## src/design/soc_settings.svh

```systemverilog
//~~~~~~~~~~~~~~~~~~~~~~~~~~~~~~~~~~~~~~~~
// address map, bus widths and timer reset values
// for the memory fabric, included by every design file
//~~~~~~~~~~~~~~~~~~~~~~~~~~~~~~~~~~~~~~~~
`ifndef SOC_SETTINGS_SVH
`define SOC_SETTINGS_SVH

// bus widths
`define SOC_ADDR_W        64
`define SOC_DATA_W        64
`define SOC_STRB_W        8

// machine timer registers, everything else is RAM
`define SOC_MTIME_ADDR    64'h0000_0000_0200_bff8
`define SOC_MTIMECMP_ADDR 64'h0000_0000_0200_4000

// compare value out of reach so the interrupt stays quiet
`define SOC_MTIMECMP_RST  64'hffff_ffff_ffff_ffff

`endif
```

## src/design/soc_pkg.sv

```systemverilog
//~~~~~~~~~~~~~~~~~~~~~~~~~~~~~~~~~~~~~~~~
// bus types shared by the fabric modules
//~~~~~~~~~~~~~~~~~~~~~~~~~~~~~~~~~~~~~~~~
`default_nettype none

`include "soc_settings.svh"

package soc_pkg;

    typedef logic [`SOC_ADDR_W-1:0] addr_t;
    typedef logic [`SOC_DATA_W-1:0] data_t;

    // bit n enables byte n of the data word
    typedef logic [`SOC_STRB_W-1:0] strb_t;

    // target chosen by the address decoder
    typedef enum logic [0:0] {
        SLV_RAM   = 1'b0,
        SLV_TIMER = 1'b1
    } slave_sel_e;

endpackage

`default_nettype wire

```

## src/design/wb_if.sv

```systemverilog
//~~~~~~~~~~~~~~~~~~~~~~~~~~~~~~~~~~~~~~~~
// Wishbone classic bus between fabric blocks
//~~~~~~~~~~~~~~~~~~~~~~~~~~~~~~~~~~~~~~~~
`timescale 1ns/100ps
`default_nettype none

`include "soc_settings.svh"

interface wb_if;
    import soc_pkg::*;

    addr_t adr;
    data_t dat_w;
    data_t dat_r;
    strb_t sel;
    logic  we;
    logic  cyc;
    logic  stb;
    // one cycle pulse from the slave
    logic  ack;

    modport master (output adr, dat_w, sel, we, cyc, stb, input dat_r, ack);

    modport slave (input adr, dat_w, sel, we, cyc, stb, output dat_r, ack);

endinterface

`default_nettype wire

```

## src/design/soc_top.sv

```systemverilog
//~~~~~~~~~~~~~~~~~~~~~~~~~~~~~~~~~~~~~~~~
// memory fabric top: requester ports in, external
// RAM strobes and timer interrupt out
//~~~~~~~~~~~~~~~~~~~~~~~~~~~~~~~~~~~~~~~~
`timescale 1ns/100ps
`default_nettype none

`include "soc_settings.svh"

module soc_top (
    input  wire             clk,
    input  wire             i_rst,
    // instruction fetch requester
    input  wire             i_if_req,
    input  soc_pkg::addr_t  i_if_addr,
    output soc_pkg::data_t  o_if_data,
    output logic            o_if_ack,
    // data requester
    input  wire             i_d_req,
    input  wire             i_d_we,
    input  soc_pkg::addr_t  i_d_addr,
    input  soc_pkg::data_t  i_d_wdata,
    input  soc_pkg::strb_t  i_d_strb,
    output soc_pkg::data_t  o_d_rdata,
    output logic            o_d_ack,
    // external RAM
    output logic            o_ram_rd_en,
    output soc_pkg::addr_t  o_ram_addr,
    input  soc_pkg::data_t  i_ram_rd_data,
    output logic            o_ram_wr_en,
    output soc_pkg::addr_t  o_ram_wr_addr,
    output soc_pkg::data_t  o_ram_wr_data,
    output soc_pkg::strb_t  o_ram_wr_strb,
    output logic            o_timer_irq
);

    wb_if wb_arb ();
    wb_if wb_tmr ();
    wb_if wb_ram ();

    bus_arbiter u_arb (
        .clk       (clk),
        .i_rst     (i_rst),
        .i_if_req  (i_if_req),
        .i_if_addr (i_if_addr),
        .o_if_data (o_if_data),
        .o_if_ack  (o_if_ack),
        .i_d_req   (i_d_req),
        .i_d_we    (i_d_we),
        .i_d_addr  (i_d_addr),
        .i_d_wdata (i_d_wdata),
        .i_d_strb  (i_d_strb),
        .o_d_rdata (o_d_rdata),
        .o_d_ack   (o_d_ack),
        .m_bus     (wb_arb)
    );

    addr_decoder u_dec (
        .s_bus (wb_arb),
        .m_tmr (wb_tmr),
        .m_ram (wb_ram)
    );

    clint_timer u_tmr (
        .clk         (clk),
        .i_rst       (i_rst),
        .s_bus       (wb_tmr),
        .o_timer_irq (o_timer_irq)
    );

    ram_bridge u_ram (
        .clk           (clk),
        .i_rst         (i_rst),
        .s_bus         (wb_ram),
        .o_ram_rd_en   (o_ram_rd_en),
        .o_ram_addr    (o_ram_addr),
        .i_ram_rd_data (i_ram_rd_data),
        .o_ram_wr_en   (o_ram_wr_en),
        .o_ram_wr_addr (o_ram_wr_addr),
        .o_ram_wr_data (o_ram_wr_data),
        .o_ram_wr_strb (o_ram_wr_strb)
    );

endmodule

`default_nettype wire

```

## src/design/ram_bridge.sv

```systemverilog
//~~~~~~~~~~~~~~~~~~~~~~~~~~~~~~~~~~~~~~~~
// Wishbone slave driving the external RAM strobes
//~~~~~~~~~~~~~~~~~~~~~~~~~~~~~~~~~~~~~~~~
`timescale 1ns/100ps
`default_nettype none

`include "soc_settings.svh"

module ram_bridge (
    input  wire             clk,
    input  wire             i_rst,
    wb_if.slave             s_bus,
    // read port
    output logic            o_ram_rd_en,
    output soc_pkg::addr_t  o_ram_addr,
    input  soc_pkg::data_t  i_ram_rd_data,
    // write port
    output logic            o_ram_wr_en,
    output soc_pkg::addr_t  o_ram_wr_addr,
    output soc_pkg::data_t  o_ram_wr_data,
    output soc_pkg::strb_t  o_ram_wr_strb
);
    import soc_pkg::*;

    data_t rdata_q;
    logic  ack_q;
    logic  req;

    assign req = s_bus.cyc & s_bus.stb & ~ack_q;

    // one access per transfer in the cycle before ack
    assign o_ram_rd_en   = req & ~s_bus.we;
    assign o_ram_wr_en   = req & s_bus.we;
    assign o_ram_addr    = s_bus.adr;
    assign o_ram_wr_addr = s_bus.adr;
    assign o_ram_wr_data = s_bus.dat_w;
    assign o_ram_wr_strb = s_bus.sel;

    always_ff @(posedge clk) begin
        if (i_rst) begin
            ack_q <= 1'b0;
        end else begin
            ack_q <= req;
        end
    end

    always_ff @(posedge clk) begin
        if (o_ram_rd_en) begin
            rdata_q <= i_ram_rd_data;
        end
    end

    assign s_bus.ack   = ack_q;
    assign s_bus.dat_r = rdata_q;

    a_rd_wr_excl: assert property (
        @(posedge clk) disable iff (i_rst)
        !(o_ram_rd_en && o_ram_wr_en)
    );

endmodule

`default_nettype wire

```

## src/design/clint_timer.sv

```systemverilog
//~~~~~~~~~~~~~~~~~~~~~~~~~~~~~~~~~~~~~~~~
// machine timer: mtime, mtimecmp and the timer
// interrupt, reached as a Wishbone slave
//~~~~~~~~~~~~~~~~~~~~~~~~~~~~~~~~~~~~~~~~
`timescale 1ns/100ps
`default_nettype none

`include "soc_settings.svh"

module clint_timer (
    input  wire  clk,
    input  wire  i_rst,
    wb_if.slave  s_bus,
    output logic o_timer_irq
);
    import soc_pkg::*;

    data_t mtime;
    data_t mtimecmp;
    data_t wr_mask;
    data_t rdata_q;
    logic  ack_q;
    logic  req;
    logic  hit_time;
    logic  hit_cmp;

    assign hit_time = (s_bus.adr == `SOC_MTIME_ADDR);
    assign hit_cmp  = (s_bus.adr == `SOC_MTIMECMP_ADDR);

    // new request only while no ack is out
    assign req = s_bus.cyc & s_bus.stb & ~ack_q;

    // byte strobes widened to a bit mask
    always_comb begin
        for (int i = 0; i < `SOC_STRB_W; i++) begin
            wr_mask[8*i +: 8] = {8{s_bus.sel[i]}};
        end
    end

    always_ff @(posedge clk) begin
        if (i_rst) begin
            mtime <= '0;
        end else if (req && s_bus.we && hit_time) begin
            mtime <= (mtime & ~wr_mask) | (s_bus.dat_w & wr_mask);
        end else begin
            mtime <= mtime + 1'b1;
        end
    end

    always_ff @(posedge clk) begin
        if (i_rst) begin
            mtimecmp <= `SOC_MTIMECMP_RST;
        end else if (req && s_bus.we && hit_cmp) begin
            mtimecmp <= (mtimecmp & ~wr_mask) | (s_bus.dat_w & wr_mask);
        end
    end

    always_ff @(posedge clk) begin
        if (i_rst) begin
            ack_q <= 1'b0;
        end else begin
            ack_q <= req;
        end
    end

    // read word sampled in the request cycle
    always_ff @(posedge clk) begin
        if (req) begin
            rdata_q <= hit_cmp ? mtimecmp : mtime;
        end
    end

    assign s_bus.ack   = ack_q;
    assign s_bus.dat_r = rdata_q;

    // level interrupt, cleared by moving mtimecmp ahead
    assign o_timer_irq = (mtime >= mtimecmp);

    // master must still hold the cycle when the ack lands
    a_ack_in_cycle: assert property (
        @(posedge clk) disable iff (i_rst)
        ack_q |-> (s_bus.cyc && s_bus.stb)
    );

endmodule

`default_nettype wire

```

## src/design/addr_decoder.sv

```systemverilog
//~~~~~~~~~~~~~~~~~~~~~~~~~~~~~~~~~~~~~~~~
// steers a Wishbone transfer to the timer or
// to the RAM bridge by its address
//~~~~~~~~~~~~~~~~~~~~~~~~~~~~~~~~~~~~~~~~
`timescale 1ns/100ps
`default_nettype none

`include "soc_settings.svh"

module addr_decoder (
    wb_if.slave  s_bus,
    wb_if.master m_tmr,
    wb_if.master m_ram
);
    import soc_pkg::*;

    slave_sel_e sel_slv;

    // only the two timer words go to the timer
    assign sel_slv = ((s_bus.adr == `SOC_MTIME_ADDR) || (s_bus.adr == `SOC_MTIMECMP_ADDR))
                   ? SLV_TIMER : SLV_RAM;

    // address and payload are shared by both slaves
    assign m_tmr.adr   = s_bus.adr;
    assign m_tmr.dat_w = s_bus.dat_w;
    assign m_tmr.sel   = s_bus.sel;
    assign m_tmr.we    = s_bus.we;
    assign m_ram.adr   = s_bus.adr;
    assign m_ram.dat_w = s_bus.dat_w;
    assign m_ram.sel   = s_bus.sel;
    assign m_ram.we    = s_bus.we;

    // cycle qualifiers reach the selected slave only
    assign m_tmr.cyc = s_bus.cyc & (sel_slv == SLV_TIMER);
    assign m_tmr.stb = s_bus.stb & (sel_slv == SLV_TIMER);
    assign m_ram.cyc = s_bus.cyc & (sel_slv == SLV_RAM);
    assign m_ram.stb = s_bus.stb & (sel_slv == SLV_RAM);

    assign s_bus.ack   = (sel_slv == SLV_TIMER) ? m_tmr.ack : m_ram.ack;
    assign s_bus.dat_r = (sel_slv == SLV_TIMER) ? m_tmr.dat_r : m_ram.dat_r;

    // both slaves answering at once means the select leaked
    always_comb begin
        a_one_ack: assert (!(m_tmr.ack && m_ram.ack));
    end

endmodule

`default_nettype wire

```

## src/design/bus_arbiter.sv

```systemverilog
//~~~~~~~~~~~~~~~~~~~~~~~~~~~~~~~~~~~~~~~~
// picks fetch or data requester and runs the
// chosen transfer as a Wishbone classic master
//~~~~~~~~~~~~~~~~~~~~~~~~~~~~~~~~~~~~~~~~
`timescale 1ns/100ps
`default_nettype none

`include "soc_settings.svh"

module bus_arbiter (
    input  wire              clk,
    input  wire              i_rst,
    // instruction fetch, read only
    input  wire              i_if_req,
    input  soc_pkg::addr_t   i_if_addr,
    output soc_pkg::data_t   o_if_data,
    output logic             o_if_ack,
    // data port
    input  wire              i_d_req,
    input  wire              i_d_we,
    input  soc_pkg::addr_t   i_d_addr,
    input  soc_pkg::data_t   i_d_wdata,
    input  soc_pkg::strb_t   i_d_strb,
    output soc_pkg::data_t   o_d_rdata,
    output logic             o_d_ack,
    wb_if.master             m_bus
);

    logic gnt_if;
    logic gnt_d;
    logic last_d;
    logic idle;
    logic pick_d;
    logic pick_if;

    assign idle = ~gnt_if & ~gnt_d;

    // data first, unless data had the last turn and fetch waits
    assign pick_d  = i_d_req & (~i_if_req | ~last_d);
    assign pick_if = i_if_req & ~pick_d;

    always_ff @(posedge clk) begin
        if (i_rst) begin
            gnt_if <= 1'b0;
            gnt_d  <= 1'b0;
            last_d <= 1'b0;
        end else if (m_bus.ack) begin
            // transfer done, release the bus on the ack edge
            gnt_if <= 1'b0;
            gnt_d  <= 1'b0;
        end else if (idle) begin
            gnt_if <= pick_if;
            gnt_d  <= pick_d;
            if (i_if_req | i_d_req) begin
                last_d <= pick_d;
            end
        end
    end

    // bus side, held stable by the requester until its ack
    assign m_bus.cyc   = gnt_if | gnt_d;
    assign m_bus.stb   = gnt_if | gnt_d;
    assign m_bus.adr   = gnt_d ? i_d_addr : i_if_addr;
    assign m_bus.we    = gnt_d & i_d_we;
    assign m_bus.dat_w = gnt_d ? i_d_wdata : '0;
    // a fetch always reads the whole word
    assign m_bus.sel   = gnt_d ? i_d_strb : {`SOC_STRB_W{1'b1}};

    // response goes only to the side holding the grant
    assign o_if_ack  = m_bus.ack & gnt_if;
    assign o_d_ack   = m_bus.ack & gnt_d;
    assign o_if_data = gnt_if ? m_bus.dat_r : '0;
    assign o_d_rdata = gnt_d ? m_bus.dat_r : '0;

    // one owner of the bus at a time
    a_one_grant: assert property (
        @(posedge clk) disable iff (i_rst)
        !(gnt_if && gnt_d)
    );

endmodule

`default_nettype wire

```

## config.mk

```make
export PLATFORM = sky130hd
export DESIGN_NAME = soc_top
export DESIGN_NICKNAME = d
export VERILOG_FILES = /design/src/design/soc_pkg.sv /design/src/design/wb_if.sv /design/src/design/soc_top.sv /design/src/design/ram_bridge.sv /design/src/design/clint_timer.sv /design/src/design/addr_decoder.sv /design/src/design/bus_arbiter.sv
export VERILOG_INCLUDE_DIRS = /design/src /design/src/design
export SDC_FILE = /design/constraint.sdc
export NUM_CORES = 1
export LEC_CHECK = 0
export ABC_CLOCK_PERIOD_IN_PS = 13500
export BUFFER_PORTS_ARGS = -buffer_cell sky130_fd_sc_hd__buf_2
export CAP_MARGIN = 25
export CORE_MARGIN = 8
export CORE_UTILIZATION = 35
export DETAILED_ROUTE_END_ITERATION = 16
export PLACE_DENSITY_LB_ADDON = 0.1
export SLEW_MARGIN = 20
export SYNTH_ARGS = -nofsm -noshare
export SYNTH_HDL_FRONTEND = slang
export SYNTH_SLANG_ARGS = --single-unit
```

## constraint.sdc

```tcl
create_clock -name clk -period 13.5 [get_ports clk]
set_input_delay 2.7 -clock clk [delete_from_list [all_inputs] [get_ports clk]]
set_output_delay 2.7 -clock clk [all_outputs]
set_load 0.02 [all_outputs]
```

# Word-level counts from Yosys, hierarchy flattened

Cells that the tools add are included.

Flip-flop bits (word level): 261
Latch bits: 0
Memory bits (writable): 0
Bits in read-only memories: 0
Output and inout port bits: 333
Word-level logic and storage cells: 60
Memories: 0

Add/subtract/negate cells: 1
$mul: 0
Div/mod/pow operators: 0
Order comparisons: 1
Equal/unequal tests: 2
Shift-type cells: 0
Mux-type cells: 10
Bitwise logic cells: 31
Reduce and logical (&&, ||, !) cells: 6

Operators with widths:

| cell                    | count |
|---|---|
| $mux W64                | 7 |
| $and A64 B64 Y64        | 3 |
| $eq A64 B26 Y1 const B  | 2 |
| $or A64 B64 Y64         | 2 |
| $add A64 B1 Y64 const B | 1 |
| $ge A64 B64 Y1          | 1 |
| $not A64 Y64            | 1 |
| $and A1 B1 Y1           | 12 |
| $not A1 Y1              | 10 |
| $mux W8                 | 1 |
| $logic_and A1 B1 Y1     | 3 |
| $or A1 B1 Y1            | 3 |
| $reduce_and A3 Y1       | 1 |
| $mux W1                 | 2 |
| $reduce_or A2 Y1        | 1 |
| $logic_or A1 B1 Y1      | 1 |

# Logic depth before layout (Yosys ltp)

Depth after elaboration: 9
Gate-level depth with buffers: 14

# Hierarchy

From an unflattened synthesis, not the netlist that was laid out.

Cells, all modules: 2159
Area, all modules: 19876.6 µm²

Modules (own cells, without submodules):

| module       | instances | cells an instance | area each (µm²) | sequential area each (µm²) |
|---|---|---|---|---|
| clint_timer  | 1         | 1195              | 10822.9         | 4504.3 |
| ram_bridge   | 1         | 268               | 3479.6          | 1941.9 |
| addr_decoder | 1         | 382               | 3199.3          | 0.0 |
| bus_arbiter  | 1         | 314               | 2374.8          | 60.1 |

# Least setup slack after synthesis

No wires, ideal clock.

Path type: input to output
Start point: input i_d_addr[14]
End point: output o_ram_rd_en
Arrival time: 10.799 ns
Required time: 10.800 ns
Setup slack: 0.001 ns
Stages: 6
Path buffers: 1
Cells stage by stage: mux2_2 > nand3_1 > or4_1 > a2111oi_4 > buf_2 > nor4b_1

Cells in the longest elaborated chain, start to end: 8
Elaborated cells on any way between the ends: 9
Those cells by class: 2 x eq/ne; 2 x mux; 4 x bitwise; 1 x reduce/logical

RTL lines:

| what                     | line                                   | text |
|---|---|---|
| start: declaration       | soc_top.sv:21                          | `input soc_pkg::addr_t i_d_addr,` |
| $mux W64 *               | bus_arbiter.sv:63                      | `assign m_bus.adr = gnt_d ? i_d_addr : i_if_addr;` |
| $eq A64 B26 Y1 (no line) | --                                     |  |
| $logic_or A1 B1 Y1 *     | addr_decoder.sv:20                     | `` assign sel_slv = ((s_bus.adr == `SOC_MTIME_ADDR) \|\| (s_bus.adr == `SOC_MTIMECMP_ADDR)) `` |
| $mux W1 *                | addr_decoder.sv:20                     |  |
| $not A1 Y1 *             | addr_decoder.sv:36, addr_decoder.sv:37 |  |
| $and A1 B1 Y1 *          | addr_decoder.sv:36, addr_decoder.sv:37 |  |
| $and A1 B1 Y1 *          | ram_bridge.sv:29                       | `assign req = s_bus.cyc & s_bus.stb & ~ack_q;` |
| $and A1 B1 Y1 *          | ram_bridge.sv:32                       | `assign o_ram_rd_en = req & ~s_bus.we;` |
| end: declaration         | soc_top.sv:27                          | `output logic o_ram_rd_en,` |

Mark *: on every way between the ends. The rest lies on a longest branch, timed or not.

# Worst setup path in the final report

Start point: input i_d_addr[9]
End point: output o_if_data[36]

Cells in the longest elaborated chain, start to end: 6
Elaborated cells on any way between the ends: 7
Those cells by class: 2 x eq/ne; 4 x mux; 1 x reduce/logical

RTL lines:

| what                     | line               | text |
|---|---|---|
| $mux W64 *               | bus_arbiter.sv:63  |  |
| $eq A64 B26 Y1 (no line) | --                 |  |
| $logic_or A1 B1 Y1 *     | addr_decoder.sv:20 |  |
| $mux W1 *                | addr_decoder.sv:20 |  |
| $mux W64 *               | addr_decoder.sv:40 | `assign s_bus.dat_r = (sel_slv == SLV_TIMER) ? m_tmr.dat_r : m_ram.dat_r;` |
| $mux W64 *               | bus_arbiter.sv:72  | `assign o_if_data = gnt_if ? m_bus.dat_r : '0;` |
| end: declaration         | soc_top.sv:16      | `output soc_pkg::data_t o_if_data,` |

Marked as above.

==> metrics.md <==
| Metric | Value |
|---|---|
| Int Power | `1650 uW` |
| WL/cell | `23.5 um` |
| Clock buffer depth | `3` |
| Max Slew Vio Count | `0` |
| DR pass1 iterations | `6` |
| FF+latch count, synth | `261` |
| Final GP Congestion | `0.962` |
| Post-synthesis simple-gate area fraction | `22.1%` |
| Vias in the first global route | `16,300` |
| 1st-iter DRT viols | `1,185` |
| Multiplexer share of the synthesized area | `8.96%` |
| Num CTS Buffers | `35` |
| Die W | `234 um` |
| Max-cap viol count | `0` |
| Routed vias | `16,600` |
| Comb pwr share | `21.0%` |
| Port Buf Inserts | `601` |
| Largest family of logic cells by synthesized area | `simple AND/OR/NAND/NOR gates` |
| H-tree depth | `2` |
| Clock skew | `0.0177 ns` |
| Hold buffers post-CTS | `0` |
| Final HPWL DP | `54,400 um` |
| Top FF cell, synth | `dfxtp_1` |
| Synth top area cells | `edfxtp_1 (23%), dfxtp_1 (16%), ha_1 (4.9%), mux2i_1 (4.9%), nor2_1 (4.7%)` |
| Synth top area share | `23.1%` |
| Pwr dens | `114 nW/um^2` |
| Final Hold Vio Count | `0` |
| Worst VDD drop | `0.0860 mV` |
| Gr ovfl total | `0` |
| Initial antenna violation count | `21` |
| CP required | `10.80 ns` |
| Distinct cells, synth | `66` |
| Final Power | `2380 uW` |
| Min Tclk post-route | `8.67 ns` |
| Post-synthesis net count | `2,247` |
| Post-synthesis compound-gate area fraction | `15.4%` |
| Worst-path clk slew | `0.06 ns` |
| Total Wirelength | `71,100 um` |
| Post_cts resized | `0` |
| Slew @ Worst Pin | `1.12 ns` |
| Clock power frac | `42.0%` |
| Layout Cells excl Fill | `3,021` |
| Routed Antenna Nets | `0` |
| Yosys Warn Count | `0` |
| XOR/XNOR Fraction of Synth Area | `0.579%` |
| Dpl cells | `2,943` |
| Via-to-Cell Ratio | `5.51` |
| Setup TNS | `0 ns` |
| Initial core utilization | `35.2%` |
| Layout cells sized above 1 | `31.4%` |
| First-pass GRT wire length | `103,000 um` |
| Crit-path max FO | `41` |
| Sw Pwr | `729 uW` |
| Critical Path Start Type | `primary input` |
| Peak Freq | `0.115 GHz` |
| Largest net degree at the start of global routing | `110` |
| Adder-cell area share of the yosys netlist | `4.89%` |
| Residual DRC count | `0` |
| Nets | `2,699` |
| Synthesized area per cell | `8.70 um^2` |
| Core Box Area | `47,300 um^2` |
| Row cnt | `80` |
| Area leader, netlist | `edfxtp_1` |
| Die footprint | `54,800 um^2` |
| IO Count | `602` |
| Fill count | `4,789` |
| # Post-CTS Setup Buffers | `0` |
| Overall Global Routing Usage | `24.8%` |
| CP Capture Type | `output pin` |
| Clk_lat worst skew | `0.54 ns` |
| Seq/Total Area, Yosys | `39.1%` |
| Rel. slew slack | `24.4%` |
| Total clock sinks | `261` |
| WS Path Type | `primary input to output pin` |
| Type of the worst min-delay path | `flip-flop to flip-flop` |
| Syn Inst Count | `1,913` |
| Flop pwr share | `37.0%` |
| Synth-to-Final Area Change | `25.0%` |
| RR Startpoint | `u_arb.gnt_d` |
| Tcrit/Tclk final | `64.2%` |
| Number of synthesized flops with an enable pin | `128` |
| Leak pwr | `0.00909 uW` |
| Fraction of registers with async set/reset | `0%` |
| Clock tree root buffer cell | `clkbuf_16` |
| Endpoints failing setup | `0` |
| CTS tree | `done` |
| Switch share | `30.7%` |
| Die Span Y | `234 um` |
| Status | `complete, no violations` |
| Post-Syn Area | `16,600 um^2` |
| Worst EP arrival | `5.97 ns` |
| CP startpoint | `i_d_addr[9]` |
| RSZ-0062 raised after global routing | `false` |
worst paths after layout:
| path | endpoint | slack [ns] | cells past startpoint |
|---|---|---|---|
| worst max-delay path | o_if_data[36] | 4.83 | 9 |
| worst min-delay path | flip-flop | 0.46 | 1 |
| worst max register to register | u_ram.s_bus.dat_r[2] | 8.44 | 10 |
| worst min register to register | flip-flop | 0.46 | 1 |
logic make-up (layout without fill, tap and decap cells):
logic type               after synthesis  count (layout)
buffers and inverters                306             785
XOR/XNOR                              11              11
multiplexers                         141             141
adder cells (fa/ha/maj)               65              65
other                                  0              14
AO/OA/AOI/OAI                        396             396
flip-flops                           261             261
AND/OR/NAND/NOR                      733             733
per-layer routing:
| metal | GRT usage (%) | routed length [um] | vias up |
|---|---|---|---|
| li1 | - | - | 7911 |
| met1 | 28.6 | 27300 | 7977 |
| met2 | 43.9 | 36200 | 625 |
| met3 | 5.42 | 4600 | 122 |
| met4 | 10.6 | 2980 | 8 |
| met5 | 0 | 52 | - |
placed cells by master, fill, tap and decap left out, types with 8 or more instances in the layout:
master,synthesis,routed
diode_2,0,14
o22ai_1,9,9
nand2_1,146,146
buf_4,70,20
nand2b_1,16,16
dfxtp_1,133,132
mux2_2,58,58
nor3b_1,13,13
nor2_1,207,206
mux2i_1,81,81
xor2_1,10,10
nand3_1,37,37
o21ai_0,98,98
edfxtp_1,128,128
nand4_1,108,108
and3_1,19,19
a31oi_1,15,15
clkbuf_16,0,36
inv_1,100,98
nor4_1,34,31
a21oi_1,119,119
a211oi_1,14,14
o311ai_0,64,64
ha_1,65,65
or3_1,10,10
and2_1,64,64
buf_2,16,600
nor3_1,39,38
o211ai_1,8,8
power groups by stage:
| stage | logic, uW | registers (uW) | clock network [uW] |
|---|---|---|---|
| after global routing | 531 | 881 | 1050 |
| after global placement | 501 | 894 | 0 |
| final | 499 | 878 | 998 |
| after CTS | 506 | 878 | 1020 |
| after floorplan | 318 | 892 | 0 |
| after detailed placement | 505 | 895 | 0 |
through the flow:
step	worst slack (ns)	utilization [%]	hold slack (ns)	cell area, um^2
after floorplan	0.000626	-	0.436	16600
after global placement	4.96	41.2	0.447	19500
after detailed placement	4.79	41.3	0.450	19500
after CTS	4.78	43.9	0.463	20800
after global routing	4.63	43.9	0.487	20800
final	4.83	43.9	0.463	20800
cell type report:
cell class | count | area (um^2) | share of cell area (%)
Tap cell | 615 | 769 | 3.70
Inverter | 100 | 378 | 1.82
Sequential cell | 261 | 6510 | 31.3
Clock inverter | 20 | 288 | 1.38
Clock buffer | 44 | 941 | 4.52
Timing Repair Buffer | 621 | 3170 | 15.3
Multi-Input combinational cell | 1346 | 8710 | 41.9
Antenna cell | 14 | 35.0 | 0.168
critical path, stage by stage:
cell       delay (ns)
buf_2            0.11
mux2i_1          0.63
nand4_1          0.17
or4_1            0.68
a2111oi_4        0.38
buf_4            0.63
mux2i_1          0.32
nor2_1           0.07
buf_2            0.19
synth_stat cells (all sizes together), types with 5 or more instances:
cell    instances
clkbuf        105
or3            10
xor2           10
a221o           7
nand2         146
a211oi         14
mux2i          83
a21o            7
a21oi         119
nor2b           5
nor3           39
nand4         108
o21ai         101
and4            5
inv           100
nor3b          13
nor4b           6
o22ai           9
o31ai           7
o211ai          8
dfxtp         133
o311ai         64
edfxtp        128
o31a            6
and2           64
nand3b          7
nor4           34
nor2          207
a31oi          15
ha             65
or2             6
nand3          37
mux2           58
and3           19
buf           101
nand2b         16
Power figures use the tool's default switching activity.
